$ cat config.mk
export PLATFORM = sky130hd
export DESIGN_NAME = uartTop
export DESIGN_NICKNAME = d
export VERILOG_FILES = /design/src/uartRegPkg.sv /design/src/uartFramePkg.sv /design/src/serialFifo.sv /design/src/baudTickGen.sv /design/src/uartTransmitter.sv /design/src/uartReceiver.sv /design/src/uartRegFile.sv /design/src/uartTop.sv
export SDC_FILE = /design/constraint.sdc
export NUM_CORES = 1
export LEC_CHECK = 0
export ABC_AREA = 0
export BUFFER_PORTS_ARGS = -buffer_cell sky130_fd_sc_hd__buf_2
export CORE_MARGIN = 3
export CORE_UTILIZATION = 45
export CTS_CLUSTER_DIAMETER = 30
export DETAILED_ROUTE_END_ITERATION = 10
export SYNTH_ARGS = -nofsm -noshare
export SYNTH_HDL_FRONTEND = slang
export SYNTH_SLANG_ARGS = --single-unit
$ cat constraint.sdc
create_clock -name clk_i -period 3.65 [get_ports clk_i]
set_clock_uncertainty 0.2 [all_clocks]
set_input_delay 0.1825 -clock clk_i [delete_from_list [all_inputs] [get_ports clk_i]]
set_output_delay 0.1825 -clock clk_i [all_outputs]
set_load 0.01 [all_outputs]
$ cat src/uartRegPkg.sv
// UART register map
package uartRegPkg;

	// ------------------------------
	// register addresses
	localparam logic [1:0] RegTrb  = 2'd0;  // tx push on write, rx pop on read
	localparam logic [1:0] RegStat = 2'd1;
	localparam logic [1:0] RegCmd  = 2'd2;
	localparam logic [1:0] RegCtrl = 2'd3;

	// ------------------------------
	// command register bits
	localparam int CmdDtr       = 0;  // drives dtr active
	localparam int CmdRxIe      = 1;
	localparam int CmdTxIe      = 2;
	localparam int CmdRts       = 3;
	localparam int CmdLoop      = 4;  // local loopback
	localparam int CmdParityLsb = 5;  // 3-bit parity code up to bit 7

	// control register bits
	localparam int CtrlWordLen = 5;   // 2 bits, 0 is 8 data bits and 3 is 5
	localparam int CtrlStop2   = 7;
	localparam int CtrlRxClear = 17;  // self clearing
	localparam int CtrlTxClear = 18;  // self clearing
	localparam int CtrlBaudLsb = 16;  // 16-bit increment in the top half

	// ------------------------------
	// status register bits
	localparam int StParity    = 0;
	localparam int StFrame     = 1;
	localparam int StOverrun   = 2;
	localparam int StRxAvail   = 3;
	localparam int StTxNotFull = 4;
	localparam int StCts       = 5;
	localparam int StIrq       = 7;
	localparam int StRxLevel   = 8;   // lsb of the rx level field
	localparam int StTxLevel   = 12;  // lsb of the tx level field

	// values after reset
	localparam logic [31:0] CmdReset     = 32'h0000_0000;  // modem lines off, no parity
	localparam logic [15:0] CtrlReset    = 16'h0000;       // 8N1
	localparam logic [15:0] BaudIncReset = 16'd201;        // 19.2k baud from 100 MHz

endpackage

$ cat src/uartFramePkg.sv
// Serial frame format
package uartFramePkg;

	// parity codes, bit 0 is the enable as on the 6551
	localparam logic [2:0] ParNone  = 3'd0;
	localparam logic [2:0] ParOdd   = 3'd1;
	localparam logic [2:0] ParEven  = 3'd3;
	localparam logic [2:0] ParMark  = 3'd5;   // forced 1
	localparam logic [2:0] ParSpace = 3'd7;   // forced 0

	// buffering
	localparam int FifoDepth     = 8;
	localparam int FifoLevelBits = 4;   // holds 0 up to FifoDepth

	// one received character with its error flags
	typedef struct packed {
		logic [7:0] data;
		logic       parityErr;
		logic       frameErr;
	} rxEntry;

	// parity bit for a code, given the xor of the data bits
	function automatic logic parityBit(input logic [2:0] code, input logic dataXor);
		case (code)
			ParOdd:   return ~dataXor;
			ParEven:  return dataXor;
			ParMark:  return 1'b1;
			ParSpace: return 1'b0;
			ParNone:  return 1'b1;   // idle level, never framed
			default:  return 1'b1;
		endcase
	endfunction

endpackage

$ cat src/serialFifo.sv
// Synchronous FIFO
`timescale 1ns/100ps
module serialFifo #(
	parameter type payload_t = logic [7:0]
) (
	input  logic     clk_i,
	input  logic     rst_i,
	input  logic     clear_i,      // synchronous flush
	input  logic     push_i,
	input  payload_t pushData_i,
	input  logic     pop_i,
	output payload_t headData_o,   // oldest entry
	output logic     empty_o,
	output logic     full_o,
	output logic [uartFramePkg::FifoLevelBits-1:0] level_o
);
	import uartFramePkg::*;

	payload_t mem [FifoDepth];
	logic [$clog2(FifoDepth)-1:0] rdPtr;
	logic [$clog2(FifoDepth)-1:0] wrPtr;
	logic [FifoLevelBits-1:0] count;
	logic doPush;
	logic doPop;

	assign doPush = push_i && !full_o;
	assign doPop  = pop_i && !empty_o;

	always_ff @(posedge clk_i) begin
		if (doPush)
			mem[wrPtr] <= pushData_i;
	end

	// pointers wrap on their own, depth is a power of two
	always_ff @(posedge clk_i) begin
		if (rst_i || clear_i) begin
			rdPtr <= '0;
			wrPtr <= '0;
			count <= '0;
		end else begin
			if (doPush)
				wrPtr <= wrPtr + 1'b1;
			if (doPop)
				rdPtr <= rdPtr + 1'b1;
			count <= count + FifoLevelBits'(doPush) - FifoLevelBits'(doPop);
		end
	end

	assign headData_o = mem[rdPtr];
	assign empty_o    = (count == '0);
	assign full_o     = (count == FifoLevelBits'(FifoDepth));
	assign level_o    = count;

	// producers look at full themselves, the receiver drops and flags overrun
	pushWhenFull: assert property (@(posedge clk_i) disable iff (rst_i) push_i |-> !full_o);
	// the transmitter and the bus side only pop a present entry
	popWhenEmpty: assert property (@(posedge clk_i) disable iff (rst_i) pop_i |-> !empty_o);

endmodule

$ cat src/baudTickGen.sv
// Baud tick generator
`timescale 1ns/100ps
module baudTickGen (
	input  logic        clk_i,
	input  logic        rst_i,
	input  logic [15:0] baudInc_i,   // phase step per clock
	output logic        tick16_o     // one cycle per 16th of a bit
);
	logic [15:0] acc;
	logic [15:0] accNext;
	logic        carry;

	assign {carry, accNext} = {1'b0, acc} + {1'b0, baudInc_i};

	always_ff @(posedge clk_i) begin
		if (rst_i) begin
			acc      <= '0;
			tick16_o <= 1'b0;
		end else begin
			acc      <= accNext;
			tick16_o <= carry;      // registered carry out
		end
	end

	// after a wrap the accumulator sits below the last step,
	// so two steps of at most half scale cannot wrap twice in a row
	tickSingle: assert property (@(posedge clk_i) disable iff (rst_i)
		(tick16_o && baudInc_i <= 16'h8000 && $past(baudInc_i) <= 16'h8000) |=> !tick16_o);

endmodule

$ cat src/uartTransmitter.sv
// Serial transmitter
`timescale 1ns/100ps
module uartTransmitter (
	input  logic       clk_i,
	input  logic       rst_i,
	input  logic       tick16_i,
	input  logic       ctsOk_i,       // synchronized clear to send
	input  logic [1:0] wordLen_i,
	input  logic [2:0] parity_i,
	input  logic       stop2_i,
	input  logic       fifoEmpty_i,
	input  logic [7:0] fifoData_i,
	output logic       pop_o,
	output logic       txd_o
);
	import uartFramePkg::*;

	typedef enum logic [2:0] {TxIdle, TxStart, TxData, TxParity, TxStop} txState_e;

	txState_e   state;
	logic [7:0] shiftReg;
	logic [3:0] tickCnt;      // 16 ticks per bit
	logic [2:0] bitCnt;
	logic       parAcc;       // xor of the bits sent so far
	logic       bitEnd;
	logic [2:0] lastBit;

	// cts only gates the start of a character
	assign pop_o   = (state == TxIdle) && !fifoEmpty_i && ctsOk_i;
	assign bitEnd  = tick16_i && (tickCnt == 4'd15);
	assign lastBit = 3'd7 - {1'b0, wordLen_i};

	always_comb begin
		case (state)
			TxStart:  txd_o = 1'b0;
			TxData:   txd_o = shiftReg[0];    // lsb first
			TxParity: txd_o = parityBit(parity_i, parAcc);
			default:  txd_o = 1'b1;           // idle and stop
		endcase
	end

	always_ff @(posedge clk_i) begin
		if (pop_o)
			shiftReg <= fifoData_i;
		else if (state == TxData && bitEnd)
			shiftReg <= shiftReg >> 1;
	end

	always_ff @(posedge clk_i) begin
		if (rst_i) begin
			state   <= TxIdle;
			tickCnt <= '0;
			bitCnt  <= '0;
			parAcc  <= 1'b0;
		end else begin
			if (tick16_i)
				tickCnt <= tickCnt + 4'd1;
			case (state)
				TxIdle: begin
					if (pop_o) begin
						state   <= TxStart;
						tickCnt <= '0;          // bit timing starts here
						bitCnt  <= '0;
						parAcc  <= 1'b0;
					end
				end
				TxStart: begin
					if (bitEnd)
						state <= TxData;
				end
				TxData: begin
					if (bitEnd) begin
						parAcc <= parAcc ^ shiftReg[0];
						if (bitCnt == lastBit) begin
							bitCnt <= '0;
							state  <= parity_i[0] ? TxParity : TxStop;
						end else begin
							bitCnt <= bitCnt + 3'd1;
						end
					end
				end
				TxParity: begin
					if (bitEnd)
						state <= TxStop;
				end
				default: begin    // stop bits
					if (bitEnd) begin
						if (stop2_i && !bitCnt[0])
							bitCnt <= 3'd1;
						else
							state <= TxIdle;
					end
				end
			endcase
		end
	end

endmodule

$ cat src/uartReceiver.sv
// Serial receiver
`timescale 1ns/100ps
module uartReceiver (
	input  logic       clk_i,
	input  logic       rst_i,
	input  logic       tick16_i,
	input  logic       rxd_i,        // asynchronous line
	input  logic [1:0] wordLen_i,
	input  logic [2:0] parity_i,
	input  logic       stop2_i,
	input  logic       fifoFull_i,
	output logic       push_o,
	output uartFramePkg::rxEntry entry_o,
	output logic       overrun_o     // character lost, fifo full
);
	import uartFramePkg::*;

	typedef enum logic [2:0] {
		RxIdle, RxStart, RxData, RxParity, RxStop, RxStop2
	} rxState_e;

	rxState_e   state;
	logic [1:0] rxSync;
	logic       rxBit;
	logic       rxPrev;       // for the falling edge
	logic [7:0] shiftReg;
	logic [3:0] tickCnt;
	logic [2:0] bitCnt;
	logic       parAcc;
	logic       parErr;
	logic       sample;       // middle of a bit
	logic [2:0] lastBit;

	assign rxBit   = rxSync[1];
	assign sample  = tick16_i && (tickCnt == 4'd15);
	assign lastBit = 3'd7 - {1'b0, wordLen_i};

	// ------------------------------
	// data path, bits enter at the top
	always_ff @(posedge clk_i) begin
		if (state == RxData && sample)
			shiftReg <= {rxBit, shiftReg[7:1]};
		if (state == RxStop && sample) begin
			entry_o.data      <= shiftReg >> wordLen_i;   // short words end up high
			entry_o.parityErr <= parErr;
			entry_o.frameErr  <= !rxBit;                  // low stop bit
		end
	end

	// ------------------------------
	// control
	always_ff @(posedge clk_i) begin
		if (rst_i) begin
			rxSync    <= 2'b11;     // line idles high
			rxPrev    <= 1'b1;
			state     <= RxIdle;
			tickCnt   <= '0;
			bitCnt    <= '0;
			parAcc    <= 1'b0;
			parErr    <= 1'b0;
			push_o    <= 1'b0;
			overrun_o <= 1'b0;
		end else begin
			rxSync    <= {rxSync[0], rxd_i};
			rxPrev    <= rxBit;
			push_o    <= 1'b0;
			overrun_o <= 1'b0;
			if (tick16_i)
				tickCnt <= tickCnt + 4'd1;
			case (state)
				RxIdle: begin
					if (rxPrev && !rxBit) begin
						state   <= RxStart;
						tickCnt <= '0;
					end
				end
				RxStart: begin
					// confirm at tick 8, which is mid start bit
					if (tick16_i && tickCnt == 4'd7) begin
						tickCnt <= '0;
						bitCnt  <= '0;
						parAcc  <= 1'b0;
						parErr  <= 1'b0;
						state   <= rxBit ? RxIdle : RxData;   // glitch goes back
					end
				end
				RxData: begin
					if (sample) begin
						parAcc <= parAcc ^ rxBit;
						if (bitCnt == lastBit)
							state <= parity_i[0] ? RxParity : RxStop;
						else
							bitCnt <= bitCnt + 3'd1;
					end
				end
				RxParity: begin
					if (sample) begin
						parErr <= (rxBit != parityBit(parity_i, parAcc));
						state  <= RxStop;
					end
				end
				RxStop: begin
					if (sample) begin
						push_o    <= !fifoFull_i;
						overrun_o <= fifoFull_i;
						state     <= (stop2_i && rxBit) ? RxStop2 : RxIdle;
					end
				end
				default: begin   // ride out the second stop bit
					if (sample)
						state <= RxIdle;
				end
			endcase
		end
	end

endmodule

$ cat src/uartRegFile.sv
// UART bus registers
`timescale 1ns/100ps
module uartRegFile (
	input  logic        clk_i,
	input  logic        rst_i,
	input  logic        cs_i,
	input  logic        cyc_i,
	input  logic        stb_i,
	input  logic        we_i,
	input  logic [3:0]  sel_i,
	input  logic [1:0]  adr_i,
	input  logic [31:0] dat_i,
	output logic [31:0] dat_o,
	output logic        ack_o,
	output logic        irq_o,
	input  logic        cts_ni,
	output logic        rts_no,
	output logic        dtr_no,
	output logic        txPush_o,
	output logic [7:0]  txData_o,
	input  logic        txFull_i,
	input  logic        txEmpty_i,
	input  logic [uartFramePkg::FifoLevelBits-1:0] txLevel_i,
	output logic        txClear_o,
	output logic        rxPop_o,
	input  uartFramePkg::rxEntry rxHead_i,
	input  logic        rxEmpty_i,
	input  logic [uartFramePkg::FifoLevelBits-1:0] rxLevel_i,
	output logic        rxClear_o,
	input  logic        overrun_i,
	output logic        ctsOk_o,
	output logic        loop_o,
	output logic [1:0]  wordLen_o,
	output logic [2:0]  parity_o,
	output logic        stop2_o,
	output logic [15:0] baudInc_o
);
	import uartRegPkg::*;
	import uartFramePkg::*;

	logic        cycle;
	logic        wrAck;
	logic        rdAck;
	logic        wrCtrl;
	logic [31:0] cmdReg;
	logic [15:0] ctrlReg;     // low half of CTRL
	logic [15:0] baudInc;     // high half of CTRL
	logic [1:0]  ctsSync;
	logic        overrunHold; // sticky until a status read
	logic [31:0] status;

	// ------------------------------
	// bus handshake
	assign cycle  = cs_i && cyc_i && stb_i;
	assign wrAck  = ack_o && we_i;
	assign rdAck  = ack_o && !we_i;
	assign wrCtrl = wrAck && adr_i == RegCtrl;

	// fifo strobes on the ack cycle
	assign txPush_o = wrAck && adr_i == RegTrb && sel_i[0] && !txFull_i;
	assign txData_o = dat_i[7:0];
	assign rxPop_o  = rdAck && adr_i == RegTrb && !rxEmpty_i;

	always_ff @(posedge clk_i) begin
		if (rst_i) begin
			ack_o       <= 1'b0;
			cmdReg      <= CmdReset;
			ctrlReg     <= CtrlReset;
			baudInc     <= BaudIncReset;
			txClear_o   <= 1'b0;
			rxClear_o   <= 1'b0;
			ctsSync     <= 2'b00;
			overrunHold <= 1'b0;
			irq_o       <= 1'b0;
		end else begin
			ack_o <= cycle && !ack_o;   // one cycle, then wait for stb to drop
			if (wrAck && adr_i == RegCmd) begin
				for (int i = 0; i < 4; i++)
					if (sel_i[i])
						cmdReg[8*i +: 8] <= dat_i[8*i +: 8];
			end
			if (wrCtrl) begin
				if (sel_i[0])
					ctrlReg[7:0] <= dat_i[7:0];
				if (sel_i[1])
					ctrlReg[15:8] <= dat_i[15:8];
				if (sel_i[2])
					baudInc[7:0] <= dat_i[CtrlBaudLsb +: 8];
				if (sel_i[3])
					baudInc[15:8] <= dat_i[CtrlBaudLsb+8 +: 8];
			end
			// clear strobes share byte lane 2 with the baud increment
			rxClear_o <= wrCtrl && sel_i[2] && dat_i[CtrlRxClear];
			txClear_o <= wrCtrl && sel_i[2] && dat_i[CtrlTxClear];
			// cts from rts in loopback
			ctsSync <= {ctsSync[0], cmdReg[CmdLoop] ? cmdReg[CmdRts] : !cts_ni};
			if (overrun_i)
				overrunHold <= 1'b1;
			else if (rdAck && adr_i == RegStat)
				overrunHold <= 1'b0;
			irq_o <= (cmdReg[CmdRxIe] && !rxEmpty_i) || (cmdReg[CmdTxIe] && txEmpty_i);
		end
	end

	// ------------------------------
	// status and read mux
	always_comb begin
		status                             = '0;
		status[StParity]                   = !rxEmpty_i && rxHead_i.parityErr;
		status[StFrame]                    = !rxEmpty_i && rxHead_i.frameErr;
		status[StOverrun]                  = overrunHold;
		status[StRxAvail]                  = !rxEmpty_i;
		status[StTxNotFull]                = !txFull_i;
		status[StCts]                      = ctsOk_o;
		status[StIrq]                      = irq_o;
		status[StRxLevel +: FifoLevelBits] = rxLevel_i;
		status[StTxLevel +: FifoLevelBits] = txLevel_i;
	end

	always_comb begin
		case (adr_i)
			RegTrb:  dat_o = {22'h0, rxHead_i.frameErr, rxHead_i.parityErr, rxHead_i.data};
			RegStat: dat_o = status;
			RegCmd:  dat_o = cmdReg;
			RegCtrl: dat_o = {baudInc, ctrlReg};
		endcase
	end

	// modem lines are active low
	assign rts_no    = !cmdReg[CmdRts];
	assign dtr_no    = !cmdReg[CmdDtr];
	assign ctsOk_o   = ctsSync[1];
	assign loop_o    = cmdReg[CmdLoop];
	assign parity_o  = cmdReg[CmdParityLsb +: 3];
	assign wordLen_o = ctrlReg[CtrlWordLen +: 2];
	assign stop2_o   = ctrlReg[CtrlStop2];
	assign baudInc_o = baudInc;

	// the master holds its request through the ack cycle where writes and pops act
	ackHeld: assert property (@(posedge clk_i) disable iff (rst_i)
		ack_o |-> cycle && $stable(adr_i) && $stable(we_i));

endmodule

$ cat src/uartTop.sv
// UART top level
`timescale 1ns/100ps
module uartTop (
	input  logic        clk_i,
	input  logic        rst_i,
	input  logic        cs_i,
	input  logic        cyc_i,
	input  logic        stb_i,
	input  logic        we_i,
	input  logic [3:0]  sel_i,
	input  logic [1:0]  adr_i,
	input  logic [31:0] dat_i,
	output logic [31:0] dat_o,
	output logic        ack_o,
	output logic        irq_o,
	input  logic        cts_ni,
	output logic        rts_no,
	output logic        dtr_no,
	input  logic        rxd_i,
	output logic        txd_o
);
	import uartFramePkg::*;

	logic tick16, ctsOk, loop, stop2;
	logic [1:0] wordLen;
	logic [2:0] parity;
	logic [15:0] baudInc;
	logic txPush, txFull, txEmpty, txClear, txPop, txdRaw;
	logic [7:0] txData, txHead;
	logic [FifoLevelBits-1:0] txLevel, rxLevel;
	logic rxPop, rxEmpty, rxFull, rxClear, rxPush, overrun, rxdMux;
	rxEntry rxHead, rxIn;

	// loopback turns the transmitter back into the receiver
	assign rxdMux = loop ? txdRaw : rxd_i;
	assign txd_o  = loop ? 1'b1 : txdRaw;    // line held idle

	uartRegFile regFile (
		.clk_i, .rst_i, .cs_i, .cyc_i, .stb_i, .we_i, .sel_i, .adr_i, .dat_i, .dat_o, .ack_o,
		.irq_o, .cts_ni, .rts_no, .dtr_no,
		.txPush_o(txPush), .txData_o(txData), .txFull_i(txFull), .txEmpty_i(txEmpty),
		.txLevel_i(txLevel), .txClear_o(txClear),
		.rxPop_o(rxPop), .rxHead_i(rxHead), .rxEmpty_i(rxEmpty), .rxLevel_i(rxLevel),
		.rxClear_o(rxClear), .overrun_i(overrun),
		.ctsOk_o(ctsOk), .loop_o(loop), .wordLen_o(wordLen), .parity_o(parity),
		.stop2_o(stop2), .baudInc_o(baudInc)
	);

	baudTickGen baudGen (.clk_i, .rst_i, .baudInc_i(baudInc), .tick16_o(tick16));

	serialFifo #(.payload_t(logic [7:0])) txFifo (
		.clk_i, .rst_i, .clear_i(txClear), .push_i(txPush), .pushData_i(txData),
		.pop_i(txPop), .headData_o(txHead), .empty_o(txEmpty), .full_o(txFull),
		.level_o(txLevel)
	);

	uartTransmitter transmitter (
		.clk_i, .rst_i, .tick16_i(tick16), .ctsOk_i(ctsOk), .wordLen_i(wordLen),
		.parity_i(parity), .stop2_i(stop2), .fifoEmpty_i(txEmpty), .fifoData_i(txHead),
		.pop_o(txPop), .txd_o(txdRaw)
	);

	uartReceiver receiver (
		.clk_i, .rst_i, .tick16_i(tick16), .rxd_i(rxdMux), .wordLen_i(wordLen),
		.parity_i(parity), .stop2_i(stop2), .fifoFull_i(rxFull), .push_o(rxPush),
		.entry_o(rxIn), .overrun_o(overrun)
	);

	serialFifo #(.payload_t(rxEntry)) rxFifo (
		.clk_i, .rst_i, .clear_i(rxClear), .push_i(rxPush), .pushData_i(rxIn),
		.pop_i(rxPop), .headData_o(rxHead), .empty_o(rxEmpty), .full_o(rxFull),
		.level_o(rxLevel)
	);

endmodule

; Word level (Yosys, flattened, before mapping)
; Memory sizes are Yosys's and may differ from the RTL's. A register that Yosys moved wholly into a read port is not among the register bits.
; Index checks and enable logic that the tools add are counted.
[totals]
in_bits = 46
mem_count = 2
regBits = 162
mem_bits_rw = 144
wordCells = 243
out_inout_bits = 37
[op_classes]
eq_ne = 34
bitwise = 7
n_mux = 66
reduce_logical = 79
n_shift = 1
addsub = 14
[memory_table]
columns = memory, words, word_bits, read_ports, rd_clocked_by_memory_dff, wr, line
row1 = rxFifo.mem, 8, 10, 1, 1, 1, serialFifo.sv:19  ; payload_t mem [FifoDepth];
row2 = txFifo.mem, 8, 8, 1, 1, 1, serialFifo.sv:19
[ops]
columns = cell, n
row1 = one-hot mux 32 bit (4 select lines), 1
row2 = two-way mux 3 bit, 28
row3 = logical AND 1 bit, 35
row4 = two-way mux 4 bit, 6
row5 = "adder 3 x 1 -> 3 bit, second input constant", 6
row6 = adder 16 x 16 -> 17 bit, 1
row7 = two-way mux 1 bit, 17
row8 = "== test 4 bit, second input constant", 4
row9 = two-way mux 8 bit, 2
row10 = "!= test 2 x 1 -> 1 bit, second input constant", 8
row11 = AND reduction 2 bit, 8
row12 = "== test 3 x 2 -> 1 bit, second input constant", 5
row13 = one-hot mux 3 bit (5 select lines), 1
row14 = AND reduction 7 bit, 2
row15 = one-hot mux 3 bit (4 select lines), 1
row16 = nonzero test 2 bit, 6
row17 = zero test 1 bit, 11
row18 = "== test 3 x 1 -> 1 bit, second input constant", 3
row19 = one-hot mux 1 bit (3 select lines), 3
row20 = one-hot mux 3 bit (3 select lines), 1
row21 = AND reduction 3 bit, 3
row22 = adder 4 x 1 -> 4 bit, 2
row23 = "adder 4 x 1 -> 4 bit, second input constant", 2
row24 = zero test 4 bit, 2
row25 = other kinds (25), 43

; Longest topological paths before layout
[depth]
depth_word = 8
mapped_depth = 11

; Hierarchy
; A second synthesis with hierarchy kept.
[hier_totals]
cells_unflattened = 1143
hier_area_um2 = 14644.0
[modules_own_cells]
columns = mod, seq_area_each_um2, instances, cells_per_inst, area_each_um2
row1 = uartRegFile, 1421.4, 1, 402, 3797.4
row2 = serialFifo at rxFifo, 2662.6, 1, 196, 3792.4
row3 = serialFifo at txFifo, 2182.1, 1, 174, 3186.8
row4 = uartReceiver, 880.8, 1, 139, 1609.0
row5 = baudTickGen, 340.3, 1, 132, 1197.4
row6 = uartTransmitter, 460.4, 1, 98, 1039.7
row7 = uartTop, 0.0, 1, 2, 21.3

; Least setup slack after synthesis
; Ideal clock, no wire load.
[synth_path]
path_kind = register -> register
from = reg regFile.ack_o
to = mem txFifo.mem[0][0] in the netlist's numbering (enable)
setup_time_ps = 383
n_path_buf = 0
slack_ps = 1034
path_stages_with_launch = 5
t_arrival_ps = 2033
synth_period_minus_slack_ps = 2616
cell_sequence = dfxtp_1 > nand3_1 > a2111oi_2 > nand2b_1 > nor3_1
[synth_via]
elab_chain_cells = 7
[synth_rtl]
columns = item, line
row1 = start: declaration, uartRegFile.sv:14  ; output logic ack_o,
row2 = start signal: assignment, uartRegFile.sv:76  ; ack_o <= cycle && !ack_o;
row3 = logical AND 1 bit, uartRegFile.sv:55  ; assign wrAck = ack_o && we_i;
row4 = logical AND 1 bit (3 in series), uartRegFile.sv:60  ; assign txPush_o = wrAck && adr_i == RegTrb && sel_i[0] && !txFull_i;
row5 = logical AND 1 bit, serialFifo.sv:26  ; assign doPush = push_i && !full_o;
row6 = net txFifo.doPush, serialFifo.sv:23  ; logic doPush;
row7 = two-way mux 1 bit, serialFifo.sv:30  ; if (doPush)
row8 = two-way mux 1 bit (implied by the code), serialFifo.sv:31  ; mem[wrPtr] <= pushData_i;
row9 = end: declaration, serialFifo.sv:19
; The timed path passes the listed nets, and every way through them passes these cells.

==> out/qor.yml <==
cells_and_area:
  nNetsFinal: 1307
  n_antenna_cell: 0
  final_util_pct: 58.90
  drive_above_1_share_pct: 23.85
  instances_no_fill: 1663
  area_growth_pct: 27.16
cts:
  clockBufferDepth: 3
  clkSinkCount: 312
  clkTransAtPathRegs_ns: 0.05
  htreeDepth: 3
  hold_buffers: 41
  clock_latency_ns: 0.55
  post_cts_buffers: 0
  cts_tree: "done"
  numCtsBuffers: 69
  cts_root_buf: "clkbuf_16"
  cts_resized: 0
worst_setup_path:
  crit_chain: "buf_4, mux4_2, mux2_2, mux4_2, buf_2"
  max_stage_delay_ns: 0.58
  cp.required_ns: 3.27
  startpoint_type: "flip-flop"
  critPathTopFamily: "multiplexers"
  cpMostUsedCell: "mux4_2"
  critPathSlowestCell: "mux4_2"
  critPathKind: "flip-flop to output pin"
  critPathCaptureType: "output pin"
  worst-path-max-fanout: 20
  critPathBufInv: 2
  cp.arrival_ns: 2.83
  ff2ff_setup_slack_ns: 0.72
sta:
  setup-violations-final: 0
  max_freq_mhz: 311.4
  finalCritPeriodShare_pct: 87.97
  rsz0062_at_grt: "false"
  drv_slew: 0
  finalCriticalPeriod_ns: 3.211
  setup_tns_ns: 0
  slew_headroom_pct: 19.87
  hold_viol: 0
  tightest_slew_ns: 1.198
die:
  boundaryPins: 83
  num_rows: 62
  initial_core_util_pct: 46.32
  die-area_sq_um: 32060
  die_w_um: 179.0
  core-area_sq_um: 29090
  fp.dieH_um: 179.0
power_and_ir_drop:
  p_leak_nw: 6.374
  power.density_nw_per_um2: 597.8
  peakVddDrop_uv: 403.9
placement:
  placed_cells: 1495
  gp_congestion: 0.7849
  dp.final_hpwl_mm: 20.43
  place.port_buffers: 82
global_routing:
  track_usage_pct: 19.62
  grt_pass1_wl_mm: 48.58
  grt_pass1_vias: 8746
  antenna_found_initial: 1
  grt_remaining_overflow: 0
  grt_start_max_net_pins: 69
drt:
  first_pass_iters: 5
  drt_wl_total_mm: 30.42
  viasPerCell: 5.212
  vias: 8668
  drc_errors: 0
  drtIter0Drc: 472
  routedWlPerCell_um: 18.29
  ant_nets: 0
yosys:
  yosys_warnings: 0
  synth_area_sq_um: 13470
  ys_async_sr_fraction_pct: 0
  synth_flop_cell: "edfxtp_1"
  synth_area_leaders: "edfxtp_1, dfxtp_1, mux4_2"
  synthTopCellsByCount: "edfxtp_1, nor2_1, dfxtp_1"
  ys_seq_area_share_pct: 58.98
  synth_top_area_share_pct: 37.89
  synth_area_per_cell_sq_um: 12.84
  yosys_register_bits: 312
  synth_nets: 1133
  ys_types: 61
  synth_area_leader_cell: "edfxtp_1"
  synth_most_common_cell: "edfxtp_1"
  synth_edf_count: 170
  syn_inst: 1049
worst_hold_path:
  hold_class: "input port to flip-flop"
outcome:
  outcome: "finished clean"
run:
  max_cap_violations: 0
==> kinds of logic (layout without fill, tap and decap cells) <==
| family | after synthesis | in the layout | synth area share (%) |
|---|---|---|---|
| adder cells (fa/ha/maj) | 38 | 38 | 3.696 |
| AND/OR/NAND/NOR | 309 | 309 | 10.67 |
| XOR/XNOR | 39 | 39 | 2.535 |
| buffers and inverters | 78 | 308 | 2.331 |
| AO/OA/AOI/OAI | 115 | 115 | 5.571 |
| flip-flops | 312 | 312 | 58.98 |
| multiplexers | 158 | 158 | 16.21 |
==> cell type report <==
class | instances | area, sq um
Clock buffer | 83 | 1849
Clock inverter | 44 | 483.0
Fill cell | 2341 | 11960
Inverter | 26 | 97.59
Multi-Input combinational cell | 659 | 5213
Sequential cell | 312 | 7948
Tap cell | 384 | 480.5
Timing Repair Buffer | 155 | 1064
==> tightest hold or removal path: stages <==
cell,delay (ns)
buf_2,0.11
nand3_1,0.09
nor2_1,0.05
buf_4,0.18
mux2i_1,0.13
nand2_1,0.06
==> sequential cells by signal, indices dropped and copies added (netlist names), 4 cells and up, named ones only <==
signal,count
transmitter.tickCnt,4
receiver.entry_o,10
regFile.ctrlReg,16
txFifo.mem,64
baudGen.acc,16
rxFifo.mem,80
regFile.baudInc_o,16
transmitter.shiftReg,8
txFifo.level_o,4
receiver.tickCnt,4
rxFifo.level_o,4
regFile.cmdReg,32
receiver.shiftReg,8
==> layout by cell type (no fill, tap or decap), drive strengths merged, types with 13 or more instances in the layout <==
cell,instances
clkbuf,83
dlygate4sd3,41
inv,38
edfxtp,170
a21oi,31
xor2,26
buf,114
nor2,153
o21ai,28
a21o,14
clkinv,17
nand2b,13
ha,35
dfxtp,142
xnor2,13
mux4,47
nand3,13
nand2,51
nor2b,29
nor3,16
mux2i,99
==> metrics by stage <==
stage                     hold WS (ns)  total power, W  worst slack, ns  instance area (sq um)
after detailed placement        0.1975        0.004211           0.7067                  14390
after floorplan                0.08137        0.004080            1.034                  13470
after global routing            0.1178         0.01057           0.3258                  17130
after CTS                      0.05708         0.01036           0.3657                  17130
after global placement          0.1907        0.004207           0.7575                  14390
final                          0.07692         0.01024           0.4390                  17130
==> report_power, final <==
| group | total, W | switching [W] | internal, W |
|---|---|---|---|
| sequential | 0.00375 | 0.0000211 | 0.00373 |
| combinational | 0.000426 | 0.000242 | 0.000185 |
| clock | 0.00606 | 0.00204 | 0.00403 |
==> final timing paths <==
check                             from              endpoint  cells after the start
setup / recovery             flip-flop              dat_o[2]                      5
hold / removal                sel_i[2]  regFile.baudInc_o[7]                      6
setup reg to reg  regFile.baudInc_o[0]       baudGen.acc[14]                      8
hold reg to reg     receiver.rxSync[0]    receiver.rxSync[1]                      1
==> routing by layer <==
layer  vias up  global-route usage [%]  wire length (um)
met4         2                   7.630               844
met5         -                       0                13
met1      4175                   26.88             13970
li1       4214                       -                 -
met2       211                   30.67             14060
met3        66                   4.214              1537
(Power assumes the default switching activity.)
